[src/hdl/cpu_consts.svh]
/* cpu constants
   datapath and instruction widths, memory depths, opcode encodings */

`ifndef CPU_CONSTS_SVH
`define CPU_CONSTS_SVH

// datapath and instruction word
`define CPU_XLEN        64
`define CPU_ILEN        32
`define CPU_REG_BITS    4

// word-addressed memories of 256 entries each
`define CPU_IMEM_BITS   8
`define CPU_DMEM_BITS   8

// opcodes in instruction bits 27..20
`define CPU_OP_ADD      8'h10
`define CPU_OP_SUB      8'h11
`define CPU_OP_AND      8'h12
`define CPU_OP_ORR      8'h13
`define CPU_OP_ADDI     8'h20
`define CPU_OP_SUBI     8'h21
`define CPU_OP_LDR      8'h30
`define CPU_OP_STR      8'h31
`define CPU_OP_B        8'h40
`define CPU_OP_CBZ      8'h41

`endif

[src/hdl/cpu_pkg.sv]
/* cpu types
   instruction formats, control word and the pipeline stage registers */

`include "cpu_consts.svh"

package cpu_pkg;

   // three-register format
   typedef struct packed {
      logic [3:0]               spare_hi;
      logic [7:0]               opcode;
      logic [`CPU_REG_BITS-1:0] rn;
      logic [`CPU_REG_BITS-1:0] rd;
      logic [7:0]               spare_lo;
      logic [`CPU_REG_BITS-1:0] rm;
   } instr_reg_t;

   // immediate format with a signed 12-bit offset in the low bits
   typedef struct packed {
      logic [3:0]               spare_hi;
      logic [7:0]               opcode;
      logic [`CPU_REG_BITS-1:0] rn;
      logic [`CPU_REG_BITS-1:0] rd;
      logic [11:0]              imm;
   } instr_imm_t;

   typedef union packed {
      instr_reg_t reg_view;
      instr_imm_t imm_view;
   } instr_t;

   typedef enum logic [1:0] {
      ALU_ADD,
      ALU_SUB,
      ALU_AND,
      ALU_ORR
   } alu_op_t;

   typedef struct packed {
      alu_op_t alu_op;
      logic    use_imm;
      logic    mem_read;
      logic    mem_write;
      logic    reg_write;
      logic    branch;
      logic    branch_zero;
   } ctrl_t;

   typedef struct packed {
      logic                      valid;
      logic [`CPU_IMEM_BITS-1:0] pc;
      instr_t                    instr;
   } if_id_t;

   typedef struct packed {
      logic                      valid;
      ctrl_t                     ctrl;
      logic [`CPU_IMEM_BITS-1:0] pc;
      logic [`CPU_XLEN-1:0]      op_a;
      logic [`CPU_XLEN-1:0]      op_b;
      logic [`CPU_XLEN-1:0]      imm;
      logic [`CPU_REG_BITS-1:0]  rn;
      logic [`CPU_REG_BITS-1:0]  src2;
      logic [`CPU_REG_BITS-1:0]  rd;
   } id_ex_t;

   typedef struct packed {
      logic                     valid;
      ctrl_t                    ctrl;
      logic [`CPU_XLEN-1:0]     alu_result;
      logic [`CPU_XLEN-1:0]     store_data;
      logic [`CPU_REG_BITS-1:0] rd;
   } ex_mem_t;

   // register write and trace word
   typedef struct packed {
      logic                     valid;
      logic [`CPU_REG_BITS-1:0] rd;
      logic [`CPU_XLEN-1:0]     data;
   } wb_trace_t;

   typedef struct packed {
      logic                      we;
      logic [`CPU_IMEM_BITS-1:0] addr;
      logic [`CPU_ILEN-1:0]      data;
   } imem_write_t;

endpackage

[src/hdl/decode_stage.sv]
/* decode stage
   control decode, write-through register file, load-use hazard detection
   and the decode/execute register */

`timescale 1ns/1ps
`include "cpu_consts.svh"

module decode_stage
(
   input  logic               clock,
   input  logic               reset,
   input  cpu_pkg::if_id_t    if_id_i,
   input  logic               flush_i,
   input  cpu_pkg::wb_trace_t wb_i,
   output logic               stall_o,
   output cpu_pkg::id_ex_t    id_ex_o
);

   cpu_pkg::instr_t          instr;
   cpu_pkg::ctrl_t           ctrl;
   logic [`CPU_REG_BITS-1:0] rn;
   logic [`CPU_REG_BITS-1:0] rm;
   logic [`CPU_REG_BITS-1:0] rd;
   logic [`CPU_REG_BITS-1:0] src2;
   logic                     use_rn;
   logic                     use_src2;
   logic [`CPU_XLEN-1:0]     regs [0:(1 << `CPU_REG_BITS)-1];
   logic [`CPU_XLEN-1:0]     rn_data;
   logic [`CPU_XLEN-1:0]     src2_data;
   logic [`CPU_XLEN-1:0]     imm_ext;

   assign instr = if_id_i.instr;

   // register fields from the register view and offset from the immediate view
   assign rn      = instr.reg_view.rn;
   assign rm      = instr.reg_view.rm;
   assign rd      = instr.imm_view.rd;
   assign imm_ext = {{(`CPU_XLEN-12){instr.imm_view.imm[11]}}, instr.imm_view.imm};

   always_comb
   begin
      ctrl = '0;
      case (instr.reg_view.opcode)
         `CPU_OP_ADD:
         begin
            ctrl.alu_op    = cpu_pkg::ALU_ADD;
            ctrl.reg_write = 1'b1;
         end
         `CPU_OP_SUB:
         begin
            ctrl.alu_op    = cpu_pkg::ALU_SUB;
            ctrl.reg_write = 1'b1;
         end
         `CPU_OP_AND:
         begin
            ctrl.alu_op    = cpu_pkg::ALU_AND;
            ctrl.reg_write = 1'b1;
         end
         `CPU_OP_ORR:
         begin
            ctrl.alu_op    = cpu_pkg::ALU_ORR;
            ctrl.reg_write = 1'b1;
         end
         `CPU_OP_ADDI:
         begin
            ctrl.use_imm   = 1'b1;
            ctrl.reg_write = 1'b1;
         end
         `CPU_OP_SUBI:
         begin
            ctrl.alu_op    = cpu_pkg::ALU_SUB;
            ctrl.use_imm   = 1'b1;
            ctrl.reg_write = 1'b1;
         end
         `CPU_OP_LDR:
         begin
            // address is rn plus offset
            ctrl.use_imm   = 1'b1;
            ctrl.mem_read  = 1'b1;
            ctrl.reg_write = 1'b1;
         end
         `CPU_OP_STR:
         begin
            ctrl.use_imm   = 1'b1;
            ctrl.mem_write = 1'b1;
         end
         `CPU_OP_B:   ctrl.branch      = 1'b1;
         `CPU_OP_CBZ: ctrl.branch_zero = 1'b1;
         // anything else runs as a nop
         default:     ctrl = '0;
      endcase
   end

   // store data and the cbz test register sit in the rd field
   assign src2 = (ctrl.mem_write || ctrl.branch_zero) ? rd : rm;

   // which sources the instruction really reads
   assign use_rn   = ctrl.reg_write || ctrl.mem_write;
   assign use_src2 = (ctrl.reg_write && !ctrl.use_imm) || ctrl.mem_write || ctrl.branch_zero;

   // hold one cycle when a load in execute feeds this instruction
   assign stall_o = if_id_i.valid && id_ex_o.valid && id_ex_o.ctrl.mem_read &&
                    ((use_rn && id_ex_o.rd == rn) || (use_src2 && id_ex_o.rd == src2));

   always_ff @(posedge clock)
   begin
      if (reset)
      begin
         for (int i = 0; i < (1 << `CPU_REG_BITS); i++)
         begin
            regs[i] <= '0;
         end
      end
      else if (wb_i.valid)
      begin
         regs[wb_i.rd] <= wb_i.data;
      end
   end

   // write-through where a same-cycle write-back wins over the array
   assign rn_data   = (wb_i.valid && wb_i.rd == rn) ? wb_i.data : regs[rn];
   assign src2_data = (wb_i.valid && wb_i.rd == src2) ? wb_i.data : regs[src2];

   always_ff @(posedge clock)
   begin
      if (reset)
      begin
         id_ex_o.valid <= 1'b0;
      end
      else
      begin
         // bubble on stall and kill on a taken branch
         id_ex_o.valid <= if_id_i.valid && !stall_o && !flush_i;
         id_ex_o.ctrl  <= ctrl;
         id_ex_o.pc    <= if_id_i.pc;
         id_ex_o.op_a  <= rn_data;
         id_ex_o.op_b  <= src2_data;
         id_ex_o.imm   <= imm_ext;
         id_ex_o.rn    <= rn;
         id_ex_o.src2  <= src2;
         id_ex_o.rd    <= rd;
      end
   end

endmodule

[config.mk]
export PLATFORM = sky130hd
export DESIGN_NAME = decode_stage
export DESIGN_NICKNAME = d
export VERILOG_FILES = /design/src/hdl/cpu_pkg.sv /design/src/hdl/decode_stage.sv
export VERILOG_INCLUDE_DIRS = /design/src /design/src/hdl
export SDC_FILE = /design/constraint.sdc
export NUM_CORES = 2
export LEC_CHECK = 0
export BUFFER_PORTS_ARGS = -buffer_cell sky130_fd_sc_hd__buf_4
export CAP_MARGIN = 0
export CORE_MARGIN = 3
export CORE_UTILIZATION = 30
export DETAILED_ROUTE_END_ITERATION = 6
export PLACE_DENSITY = 0.53
export SLEW_MARGIN = 20
export SYNTH_ARGS = -nofsm -noshare
export SYNTH_HDL_FRONTEND = slang
export SYNTH_SLANG_ARGS = --single-unit
[constraint.sdc]
create_clock -name clock -period 46.4 [get_ports clock]
set_input_delay 2.32 -clock clock [delete_from_list [all_inputs] [get_ports clock]]
set_output_delay 2.32 -clock clock [all_outputs]
set_load 0.05 [all_outputs]
Yosys cells after proc, flatten, opt, wreduce, memory -nomap -nowiden
Memories as Yosys holds them, arrays and structs flattened. A register that Yosys moved wholly into a read port is not among the register bits.
Cells that the tools add are included.
Word-level totals
  register bits: 41
  bits of input ports: 113
  bits in writable memories: 1024
  word-level logic and storage cells: 64
  memories: 1
Cells by class
  multiplexer cells: 16
  equal/unequal tests: 12
  reductions and logical operators: 22
Memory list
  regs: words 16, width 64, read ports 2, clocked after Yosys merged registers in 2, write ports 16, line decode_stage.sv:27  | logic [`CPU_XLEN-1:0] regs [0:(1 << `CPU_REG_BITS)-1];
Operator list (number)
  $mux W64: 1
  $reduce_or A64 Y1: 1
  $eq A8 B5 Y1 const B: 4
  $eq A8 B6 Y1 const B: 4
  $eq A8 B7 Y1 const B: 2
  $mux W1: 12
  $eq A4 B4 Y1: 2
  $logic_and A1 B1 Y1: 8
  $mux W4: 2
  $reduce_or A7 Y1: 1
  $pmux W2 S3: 1
  $logic_not A1 Y1: 5
  $logic_or A1 B1 Y1: 5
  $reduce_or A4 Y1: 1
  $reduce_or A2 Y1: 1

Logic depth before layout (Yosys ltp)
  depth after elaboration: 13
  mapped depth: 13

Least setup slack after synthesis
OpenSTA, ideal clock, no wires.
  kind: in2reg
  start point: input port reset
  end point: memory regs[15][0] in the netlist's numbering, enable pin
  required time: 45.355 ns
  stages on the path: 3
  arrival: 15.198 ns
  path slack: 30.157 ns
  cell sequence: inv_1 > clkbuf_1 > o21ai_0
RTL lines
  start, declared: line decode_stage.sv:11  | input logic reset,
  end, declared: line decode_stage.sv:27

Final worst setup path
  start point: input port if_id_i[24] in the netlist's numbering
  end point: register id_ex_o[96] (netlist name)
On the way
  word-level cells in the longest chain between the ends: 4
  elaborated cells between the ends (all ways): 6
  classes of those cells: 2 x eq/ne; 3 x mux; 1 x reduce/logical
RTL lines
  start, declared: line decode_stage.sv:12  | input cpu_pkg::if_id_t if_id_i,
  $eq A8 B6 Y1 or $eq A8 B7 Y1 (tied branches): line decode_stage.sv:43  | case (instr.reg_view.opcode)
  $mux W1: line decode_stage.sv:43
  $logic_or A1 B1 Y1 (*): line decode_stage.sv:95  | assign src2 = (ctrl.mem_write || ctrl.branch_zero) ? rd : rm;
  $mux W4 (*): line decode_stage.sv:95
Mark *: on every way between the ends. The rest lies on a longest branch, timed or not.
A chain may end at the register's enable or synchronous reset.

==> metrics.cfg <==
[die]
core_mm2=0.201
die_h_um=457
io_pins=335
start_util=0.304
dieArea_mm2=0.209
fp-row-count=164
die_w_um=457

[timing]
finalCritPeriodShare=0.172
rsz0062_at_grt=false
period_needed_ps=8000
slew_viol_final=0
fmax_ghz=0.125
clock_skew_ps=21.2
worst_slew_pin_slew_ps=1230
relSlewSlack=0.176
hold_viol_final=0
tns_ps=0
setup_viol=0

[power_and_ir_drop]
p_total_mw=2.75
power_density_mw_per_mm2=39.0
leakagePower_nw=25.3
ir_drop_v=0.0000233

[routing]
drt_iter0_drc=3879
via_per_inst=5.35
num_vias=37323
drc=0
drt_wl_total_mm=211
ant_nets=0
wl_per_cell_um=30.3
dr.pass1.iters=7

[synth]
avgSynthCellArea_um2=15.0
yosysSeqAreaShare=0.587
netlist_area_mm2=0.0610
synth-edff-count=1192
ys_warn_count=0
synth_cells=4076
ys_seq_elements=1193
async_flop_share=0
synth_nets=4189
synthFlopType=edfxtp_1
ys_types=50

[global_route]
grt_pass1_wl_mm=294
grtUsageTotal=0.197
grt_busiest_layer=met2
grtUsageMet3=0.0327
grt_max_degree=134
grt_antenna_before_repair=22
met1_usage=0.263
grt_overflow=0
grt_pass1_vias=37125
use_met2=0.333

[placement]
place_hpwl_mm=113
gp_congestion=0.760
dp_cells=6736
io_buffers=330

[cells_and_area]
stdcell_count=6975
final_nets=4328
syn2layout_area_growth_pct=15.3
drive_above_1_share=0.255

[clock_network]
hold_buffers=0
cts_tree=done
cts.sinks=1193
cts_max_level=4
cts.repair.resized=0
cts_root_buffer=clkbuf_16
clock_latency_ps=780
clk_pin_slew_ps=60
clockBufferDepth=3
cts_made_buffers=133
cts_setup_buffers=0

[worst_setup_path]
crit-reg2reg-launch=regs[11][37]
cp-startpoint=if_id_i[24]
criticalPathCategory=primary input to register
crit_path_end_kind=register
critPathMaxFanout=76
crit_arrival_ps=8500
start_kind=primary input
cp.required_ps=46900

[job]
maxCapViolCount=0

[min_path]
min_from=id_ex_o[220]
worst_hold_path_type=register to register

[status]
status=completed

-- synth_stat cells, drive strengths merged (3+ instances only) --
master,instances,area share
nor3,14,0.0011
nor4,4,0.00041
o21ai,15,0.0012
or4,63,0.0077
mux2i,517,0.085
mux4,320,0.12
a21oi,8,0.0010
a31oi,7,0.0016
o22ai,258,0.026
edfxtp,1192,0.59
inv,12,0.00074
xnor2,6,0.00086
a41oi,3,0.00068
xor2,8,0.0011
or2,5,0.00051
or3,3,0.00031
clkbuf,240,0.015
nand2b,7,0.00072
and2,1024,0.10
buf,181,0.017
nor3b,3,0.00037
mux2,127,0.023
nand3,9,0.00074
nor2,23,0.0014
nand2,8,0.00049
-- registers in the layout, indices dropped and copies added, names as in the netlist --
| name | cells |
|---|---|
| id_ex_o | 169 |
| regs | 1024 |
-- cells by family after synthesis --
family	after synthesis	share of synthesized area
flops	1193	0.587
compound gates	299	0.0322
mux	964	0.226
xor+xnor	14	0.00201
simple gates	1173	0.120
buf+inv	433	0.0325
-- placed cells by master, fill, tap and decap left out, types with 11 or more instances in the layout --
master / Yosys / layout
o22ai_1: 258 / 258
or4_1: 63 / 63
clkinv_1: 0 / 28
clkinv_2: 0 / 15
mux4_2: 320 / 320
nor2_4: 0 / 12
and2_1: 1024 / 1024
mux2_2: 127 / 127
buf_4: 53 / 418
clkbuf_16: 0 / 138
nor2_1: 23 / 11
mux2i_1: 516 / 516
bufinv_16: 0 / 17
o21ai_4: 0 / 12
edfxtp_1: 1192 / 1192
clkbuf_1: 240 / 21
-- critical path, stage by stage --
cell and delay [ps]:
buf_4 140, or3b_1 490, a211oi_4 270, buf_4 440, mux2i_1 320, inv_8 600
buf_4 820, buf_4 810, buf_4 840, mux2i_1 280, o22ai_1 120, or4_1 560
mux2_2 330
-- routing by layer --
layer	wire length, um	share of wire
met4	5140	0.024
met1	87500	0.41
met5	25	0.00012
met2	104000	0.49
met3	14700	0.070
-- cell type report --
type / instances / area [um2]
Antenna cell: 9 / 22.5
Clock buffer: 159 / 3530
Clock inverter: 71 / 788
Fill cell: 19176 / 131000
Inverter: 12 / 60.1
Multi-Input combinational cell: 2450 / 23500
Sequential cell: 1193 / 35800
Tap cell: 2656 / 3320
Timing Repair Buffer: 425 / 3260
-- worst paths after layout --
kind / endpoint / cells past startpoint / slack [ps]
worst max-delay path: id_ex_o[96] / 13 / 38400
worst min-delay path: id_ex_o[220] / 2 / 560
worst max register to register: id_ex_o[113] / 4 / 44400
worst min register to register: id_ex_o[220] / 2 / 560
-- power by group --
| group | total, mW | leakage, nW | internal, mW | switching (mW) |
|---|---|---|---|---|
| Sequential | 1.30 | 11.4 | 1.26 | 0.0355 |
| Combinational | 0.370 | 11.8 | 0.137 | 0.233 |
| Clock | 1.08 | 2.10 | 0.635 | 0.444 |
-- through the flow --
stage	hold slack [ps]	worst slack, ps	area [um2]	utilization
after global placement	541	37610	66000	0.328
after global routing	602	38170	70300	0.350
after CTS	572	38430	70300	0.350
final	561	38400	70300	0.350
after floorplan	713	30160	61000	-
after detailed placement	559	37590	66000	0.328
(Power assumes the default switching activity.)
