==> src/hdl/cpu_consts.svh <==
/* cpu constants
   datapath and instruction widths, memory depths, opcode encodings */

`ifndef CPU_CONSTS_SVH
`define CPU_CONSTS_SVH

// datapath and instruction word
`define CPU_XLEN        64
`define CPU_ILEN        32
`define CPU_REG_BITS    4

// word-addressed memories of 256 entries each
`define CPU_IMEM_BITS   8
`define CPU_DMEM_BITS   8

// opcodes in instruction bits 27..20
`define CPU_OP_ADD      8'h10
`define CPU_OP_SUB      8'h11
`define CPU_OP_AND      8'h12
`define CPU_OP_ORR      8'h13
`define CPU_OP_ADDI     8'h20
`define CPU_OP_SUBI     8'h21
`define CPU_OP_LDR      8'h30
`define CPU_OP_STR      8'h31
`define CPU_OP_B        8'h40
`define CPU_OP_CBZ      8'h41

`endif

==> src/hdl/cpu_pkg.sv <==
/* cpu types
   instruction formats, control word and the pipeline stage registers */

`include "cpu_consts.svh"

package cpu_pkg;

   // three-register format
   typedef struct packed {
      logic [3:0]               spare_hi;
      logic [7:0]               opcode;
      logic [`CPU_REG_BITS-1:0] rn;
      logic [`CPU_REG_BITS-1:0] rd;
      logic [7:0]               spare_lo;
      logic [`CPU_REG_BITS-1:0] rm;
   } instr_reg_t;

   // immediate format with a signed 12-bit offset in the low bits
   typedef struct packed {
      logic [3:0]               spare_hi;
      logic [7:0]               opcode;
      logic [`CPU_REG_BITS-1:0] rn;
      logic [`CPU_REG_BITS-1:0] rd;
      logic [11:0]              imm;
   } instr_imm_t;

   typedef union packed {
      instr_reg_t reg_view;
      instr_imm_t imm_view;
   } instr_t;

   typedef enum logic [1:0] {
      ALU_ADD,
      ALU_SUB,
      ALU_AND,
      ALU_ORR
   } alu_op_t;

   typedef struct packed {
      alu_op_t alu_op;
      logic    use_imm;
      logic    mem_read;
      logic    mem_write;
      logic    reg_write;
      logic    branch;
      logic    branch_zero;
   } ctrl_t;

   typedef struct packed {
      logic                      valid;
      logic [`CPU_IMEM_BITS-1:0] pc;
      instr_t                    instr;
   } if_id_t;

   typedef struct packed {
      logic                      valid;
      ctrl_t                     ctrl;
      logic [`CPU_IMEM_BITS-1:0] pc;
      logic [`CPU_XLEN-1:0]      op_a;
      logic [`CPU_XLEN-1:0]      op_b;
      logic [`CPU_XLEN-1:0]      imm;
      logic [`CPU_REG_BITS-1:0]  rn;
      logic [`CPU_REG_BITS-1:0]  src2;
      logic [`CPU_REG_BITS-1:0]  rd;
   } id_ex_t;

   typedef struct packed {
      logic                     valid;
      ctrl_t                    ctrl;
      logic [`CPU_XLEN-1:0]     alu_result;
      logic [`CPU_XLEN-1:0]     store_data;
      logic [`CPU_REG_BITS-1:0] rd;
   } ex_mem_t;

   // register write and trace word
   typedef struct packed {
      logic                     valid;
      logic [`CPU_REG_BITS-1:0] rd;
      logic [`CPU_XLEN-1:0]     data;
   } wb_trace_t;

   typedef struct packed {
      logic                      we;
      logic [`CPU_IMEM_BITS-1:0] addr;
      logic [`CPU_ILEN-1:0]      data;
   } imem_write_t;

endpackage

==> src/hdl/execute_stage.sv <==
/* execute stage
   operand forwarding, alu, branch resolution, execute/memory register */

`timescale 1ns/1ps
`include "cpu_consts.svh"

module execute_stage
(
   input  logic                      clock,
   input  logic                      reset,
   input  cpu_pkg::id_ex_t           id_ex_i,
   input  cpu_pkg::wb_trace_t        wb_i,
   output cpu_pkg::ex_mem_t          ex_mem_o,
   output logic                      branch_taken_o,
   output logic [`CPU_IMEM_BITS-1:0] branch_target_o
);

   logic [`CPU_XLEN-1:0] fwd_a;
   logic [`CPU_XLEN-1:0] fwd_b;
   logic [`CPU_XLEN-1:0] alu_b;
   logic [`CPU_XLEN-1:0] alu_result;

   // newest producer first; load data only comes from write-back
   function automatic logic [`CPU_XLEN-1:0] fwd_sel
   (
      input logic [`CPU_REG_BITS-1:0] src,
      input logic [`CPU_XLEN-1:0]     reg_val,
      input cpu_pkg::ex_mem_t         ex_mem,
      input cpu_pkg::wb_trace_t       wb
   );
      logic ex_hit;
      ex_hit = ex_mem.valid && ex_mem.ctrl.reg_write && !ex_mem.ctrl.mem_read &&
               ex_mem.rd == src;
      if (ex_hit)
      begin
         return ex_mem.alu_result;
      end
      else if (wb.valid && wb.rd == src)
      begin
         return wb.data;
      end
      return reg_val;
   endfunction

   assign fwd_a = fwd_sel(id_ex_i.rn, id_ex_i.op_a, ex_mem_o, wb_i);
   assign fwd_b = fwd_sel(id_ex_i.src2, id_ex_i.op_b, ex_mem_o, wb_i);

   // immediate forms and memory addressing take the sign-extended offset
   assign alu_b = id_ex_i.ctrl.use_imm ? id_ex_i.imm : fwd_b;

   always_comb
   begin
      case (id_ex_i.ctrl.alu_op)
         cpu_pkg::ALU_SUB: alu_result = fwd_a - alu_b;
         cpu_pkg::ALU_AND: alu_result = fwd_a & alu_b;
         cpu_pkg::ALU_ORR: alu_result = fwd_a | alu_b;
         default:          alu_result = fwd_a + alu_b;
      endcase
   end

   // b always taken and cbz on a zero test register
   assign branch_taken_o  = id_ex_i.valid &&
                            (id_ex_i.ctrl.branch ||
                             (id_ex_i.ctrl.branch_zero && fwd_b == '0));
   // pc-relative target wrapping within instruction memory
   assign branch_target_o = id_ex_i.pc + id_ex_i.imm[`CPU_IMEM_BITS-1:0];

   always_ff @(posedge clock)
   begin
      if (reset)
      begin
         ex_mem_o.valid <= 1'b0;
      end
      else
      begin
         // a taken branch retires here with no write
         ex_mem_o.valid      <= id_ex_i.valid && !branch_taken_o;
         ex_mem_o.ctrl       <= id_ex_i.ctrl;
         ex_mem_o.alu_result <= alu_result;
         ex_mem_o.store_data <= fwd_b;
         ex_mem_o.rd         <= id_ex_i.rd;
      end
   end

endmodule

==> config.mk <==
export PLATFORM = sky130hd
export DESIGN_NAME = execute_stage
export DESIGN_NICKNAME = d
export VERILOG_FILES = /design/src/hdl/cpu_pkg.sv /design/src/hdl/execute_stage.sv
export VERILOG_INCLUDE_DIRS = /design/src /design/src/hdl
export SDC_FILE = /design/constraint.sdc
export NUM_CORES = 1
export LEC_CHECK = 0
export BUFFER_PORTS_ARGS = -buffer_cell sky130_fd_sc_hd__buf_2
export CORE_MARGIN = 3
export CORE_UTILIZATION = 45
export CTS_BUF_LIST = sky130_fd_sc_hd__clkbuf_8
export DETAILED_ROUTE_END_ITERATION = 8
export PLACE_DENSITY = 0.76
export REMOVE_ABC_BUFFERS = 1
export SLEW_MARGIN = 0
export SYNTH_ARGS = -nofsm -noshare
export SYNTH_HDL_FRONTEND = slang
export SYNTH_SLANG_ARGS = --single-unit
==> constraint.sdc <==
create_clock -name clock -period 18 [get_ports clock]
set_input_delay 0.9 -clock clock [delete_from_list [all_inputs] [get_ports clock]]
set_output_delay 0.9 -clock clock [all_outputs]
set_load 0.03 [all_outputs]
After elaboration in Yosys (flattened, before gate mapping) --
Index checks and enable logic that the tools add are counted.
Operators by class: mux-type cells 12, shift-type cells 0, bitwise operators 2, $mul 0, reduce and logical (&&, ||, !) cells 13, add/sub/neg operators 3, magnitude comparators 0, div/mod/pow operators 0, equality and inequality tests 7
Operators by type and width (count):
- 64-bit 2-to-1 mux | 7
- 64-bit one-hot mux with 3 select lines | 1
- 64-bit adder | 1
- 64-bit AND | 1
- 64-bit zero test | 1
- 64-bit OR | 1
- 64-bit subtractor | 1
- 4-bit equality test | 4
- 1-bit logical AND | 9
- 8-bit adder | 1
- 2-bit equality test, second input constant | 2
- 1-bit 2-to-1 mux | 4
- 2-bit by 1-bit equality test with 1-bit output, second input constant | 1
- 1-bit zero test | 2
- 1-bit logical OR | 1
Word-level totals: bits in latches 0, bits in registers 141, bits in writable memories 0, output and inout port bits 150, memories kept 0, logic and storage cells 48, ROM bits 0

Longest topological paths before layout --
depth after elaboration 11, gate-level depth with buffers 33, gate-level depth less buffers 25

Least setup slack after synthesis --
Ideal clock, no wire load.
kind input to register, from input id_ex_i[4] (netlist bit), to register ex_mem_o[130] (netlist bit), data pin, required time 17.733 ns, path buffers 8, path slack 10.842 ns, stages 33, arrival time 6.890 ns, cells stage by stage xnor2_1 nand4_1 or2_1 buf_4 buf_8 buf_12 buf_6 buf_4 clkbuf_1 buf_1 nor2_1 a31oi_1 mux2i_1 ha_1 inv_1 nor4_4 o211ai_1 nor3_1 a21oi_1 xnor2_1 ha_1 clkbuf_1 nand2_1 o21ai_0 a211oi_1 o211ai_1 o21ai_0 o41ai_1 a41oi_1 o21a_1 o21ai_0 xnor2_1 o21ai_0
On the way: word-level cells in the longest chain between the ends 8, elaborated cells on any way between the ends 14, classes of those cells 2 x add/sub; 2 x eq/ne; 6 x mux; 2 x bitwise; 2 x reduce/logical
Ends and longest elaborated chain:
- start: declaration | RTL line execute_stage.sv:11 | input cpu_pkg::id_ex_t id_ex_i,
- 4-bit equality test | RTL line execute_stage.sv:38 | else if (wb.valid && wb.rd == src)
- 1-bit logical AND | RTL line execute_stage.sv:38
- 1-bit 2-to-1 mux | RTL line execute_stage.sv:38
- 1-bit 2-to-1 mux | RTL line execute_stage.sv:34 | if (ex_hit)
- 64-bit 2-to-1 mux * | RTL line execute_stage.sv:42 | return reg_val;
- via fwd_b[0] | RTL line execute_stage.sv:19 | logic [`CPU_XLEN-1:0] fwd_b;
- 64-bit 2-to-1 mux * | RTL line execute_stage.sv:49 | assign alu_b = id_ex_i.ctrl.use_imm ? id_ex_i.imm : fwd_b;
- 64-bit adder or 64-bit subtractor (tied branches) | RTL line execute_stage.sv:57, execute_stage.sv:54
- 64-bit one-hot mux with 3 select lines * | RTL line execute_stage.sv:53 | case (id_ex_i.ctrl.alu_op)
- via alu_result[62] | RTL line execute_stage.sv:21 | logic [`CPU_XLEN-1:0] alu_result;
- end: declaration | RTL line execute_stage.sv:13 | output cpu_pkg::ex_mem_t ex_mem_o,
Mark *: on every way through the listed nets, which the timed path passes. The rest lies on a longest branch. A chain may end at the register's enable or synchronous reset.

Worst setup path in the final report --
from register ex_mem_o[134] (netlist bit), to register ex_mem_o[130] (netlist bit), data pin
On the way: word-level cells in the longest chain between the ends 8, elaborated cells on any way between the ends 16, classes of those cells 2 x add/sub; 8 x mux; 2 x bitwise; 4 x reduce/logical
Ends and longest elaborated chain:
- 1-bit logical AND * (3 in a row) | RTL line execute_stage.sv:32 | ex_hit = ex_mem.valid && ex_mem.ctrl.reg_write && !ex_mem.ctrl.mem_read &&
- 64-bit 2-to-1 mux or 1-bit 2-to-1 mux (tied branches) | RTL line execute_stage.sv:34
- 64-bit 2-to-1 mux * | RTL line execute_stage.sv:42
- via fwd_b[6] | RTL line execute_stage.sv:19
- 64-bit 2-to-1 mux * | RTL line execute_stage.sv:49
- 64-bit adder or 64-bit subtractor (tied branches) | RTL line execute_stage.sv:57, execute_stage.sv:54
- 64-bit one-hot mux with 3 select lines * | RTL line execute_stage.sv:53
- via alu_result[62] | RTL line execute_stage.sv:21
Marks and branches as above.

==> impl_metrics.ini <==
[timing]
setup_viol = 0
rsz0062_at_grt = false
fmax_ghz = 0.115
finClkSkew_ns = 0.0181
slew_violations = 0
finalSetupTns_ns = 0
holdWs_ns = 0.571
relSlewSlack = 0.285
worst_pin_slew_ns = 1.07
post-route-period-util = 0.481
finalHoldViolCount = 0
min_period_ns = 8.66

[cts]
clkLatencyLatePin_ns = 0.50
cts_buffer_depth = 2
clock-sinks = 141
cts-resized-gates = 0
cts_tree = done
htreeDepth = 4
ctsHoldBuffers = 0
cts_buffers = 17
clkTransAtPathRegs_ns = 0.10
post_cts_buffers = 0
clock-root-buffer = clkbuf_8

[cells_and_area]
largest_reg_flops = 141
n_antenna_cell = 0
final_area_um2 = 18200
finalNonFillerCells = 2701
final_nets = 2607
regMostFlops = ex_mem_o
post-route-util = 0.543
reg_top3 = ex_mem_o: 141 flops
syn2layout_area_growth_pct = 18.6
drive_gt1_frac = 0.247

[detailed_routing]
wl_met2_um = 28400
wl_um = 62400
wl_per_cell_um = 23.1
wl_met3_um = 6040
dr_total_vias = 16700
drc_errors = 0
drtAntennaViolNets = 0
first_iter_violations = 1688
drt-vias-per-instance = 6.20
wl_met1_um = 24800
top_layer = met4
drt-pass1-iter-count = 6

[logic_synthesis]
synth.top_cells.by_count = 213 x nand2_1, 193 x o21ai_0, 140 x edfxtp_1
seq_area_frac_synth = 0.275
yosys-top-cells-area = edfxtp_1 27%, mux2i_1 7.4%, o21ai_0 6.3%
syn_inst = 1876
synth_area_leader_cell = edfxtp_1
yosys_warnings = 0
synth-main-ff-cell = edfxtp_1
synth_cell_types = 90
netlist_area_um2 = 15400
syn_avg_cell_area_um2 = 8.20
synth_top_area_share = 0.273
ys_ff_latch = 141
postSynth.asyncResetShare = 0
synth_edf_count = 140
yosysMostFrequentCell = nand2_1

[hold_path]
hold_end = ex_mem_o[3]$_DFFE_PN_
worstHoldPathType = primary input to flip-flop
worstHoldStart = id_ex_i[3]
whs_path_depth = 1

[critical_path]
required_ns = 18.23
worstPathArrival_ns = 8.89
regToRegSetupSlack_ns = 9.34
crit_type = flip-flop to flip-flop
r2r-start = ex_mem_o[134]$_DFFE_PN_
crit_path_end_kind = flip-flop
cp-start-kind = flip-flop
r2r-end = ex_mem_o[130]$_DFFE_PN_
r2r_cells = 23
critPathMaxFanout = 44

[placed_design]
port_buffers = 441
dp_cells = 2669
placed_cell_area_um2 = 17800
place_congestion = 0.983
hpwl_um = 47900

[status]
status = finished, final reports clean

[global_route]
grt_overflow = 0
grtUsageTotal = 0.326
antenna_found_initial = 0
grt_max_degree = 90
grt_pass1_wl_um = 92100
grt_pass1_vias = 16100

[power_and_ir_drop]
total_leakage_power_nw = 7.52
ir_drop_mv = 0.0459
power_density_nw_per_um2 = 76.2

[die]
rows = 67
core_um2 = 33600
die_x_um = 191
die_h_um = 191
dieArea_um2 = 36400
io_pins = 442
initial_utilization = 0.458

[job]
maxCapViolations = 0
through the flow:
| step | power, mW | worst slack [ns] |
|---|---|---|
| floorplan | 0.880 | 4.26 |
| global placement | 1.08 | 9.37 |
| detailed placement | 1.09 | 9.08 |
| CTS | 1.38 | 9.58 |
| global route | 1.46 | 8.80 |
| finish | 1.39 | 9.34 |
layer usage:
metal,GRT usage,vias to the layer above
li1,-,7680
met1,0.424,7839
met2,0.532,1047
met3,0.0475,177
met4,0.157,0
met5,0,-
critical path, cell delays in order (launching register included):
cell and delay, ns:
edfxtp_1 0.40, nand3b_1 0.12, buf_4 0.47, or2_4 0.74
nand2_2 0.67, o221a_1 0.46, mux2_2 0.36, nor4_4 0.48
o211ai_1 0.23, nor3_1 0.50, a21oi_1 0.16, xnor2_1 0.18
ha_1 0.36, nand2_1 0.17, nor2_1 0.18, nand4_1 0.13
a211oi_1 0.32, o21ai_0 0.36, o41ai_1 0.75, a41oi_1 0.47
o21a_1 0.36, o21ai_0 0.24, xnor2_1 0.15, o21ai_0 0.09
how the worst max path moves through the flow:
stage | startpoint | end | slack [ns] | cells after the start
after CTS | ex_mem_o[134]$_DFFE_PN_ | ex_mem_o[130]$_DFFE_PN_ | 9.58 | 23
after detailed placement | id_ex_i[7] | ex_mem_o[130]$_DFFE_PN_ | 9.08 | 24
after global placement | id_ex_i[7] | ex_mem_o[130]$_DFFE_PN_ | 9.37 | 24
after floorplan | id_ex_i[10] | ex_mem_o[130]$_DFFE_PN_ | 4.26 | 16
after global routing | ex_mem_o[3]$_DFFE_PN_ | ex_mem_o[130]$_DFFE_PN_ | 8.80 | 23
final | ex_mem_o[134]$_DFFE_PN_ | ex_mem_o[130]$_DFFE_PN_ | 9.34 | 23
cell type report:
cell class / instances / area [um^2]
inverter: 88 / 335
timing repair buffer: 464 / 2390
multi-input combinational: 1528 / 10300
clock buffer: 17 / 234
fill: 3191 / 15400
clock inverter: 15 / 186
sequential: 141 / 4220
tap: 448 / 561
placed cells by master (no fill, tap or decap), drive strengths merged, types with 10 or more instances in the layout:
cell,synthesis,final
inv,87,94
nand3,51,51
maj3,57,57
mux2i,114,114
nor2,123,123
mux2,15,15
nand2b,10,10
edfxtp,140,140
o21a,11,11
a221o,10,10
a21o,34,34
buf,31,464
o21ai,193,193
a31oi,48,48
nand2,214,214
nor3,49,49
or2,11,11
ha,73,73
nor4,35,35
o21bai,17,17
o31ai,17,17
nand4,26,26
xor2,43,43
o211ai,10,10
xnor2,95,95
a21oi,140,140
clkbuf,88,17
a221oi,14,14
power by group:
group	switching, mW	internal (mW)
sequential	0.0276	0.410
combinational	0.423	0.235
clock	0.155	0.139
total	0.605	0.785
logic make-up after synthesis:
kind of cell,Yosys count,share of synthesized area
compound gates,560,0.230
flops,141,0.275
buf+inv,207,0.0564
xor+xnor,138,0.0786
fa+ha+maj,132,0.0991
mux,129,0.0854
simple gates,569,0.176
Power figures use the tool's default switching activity.
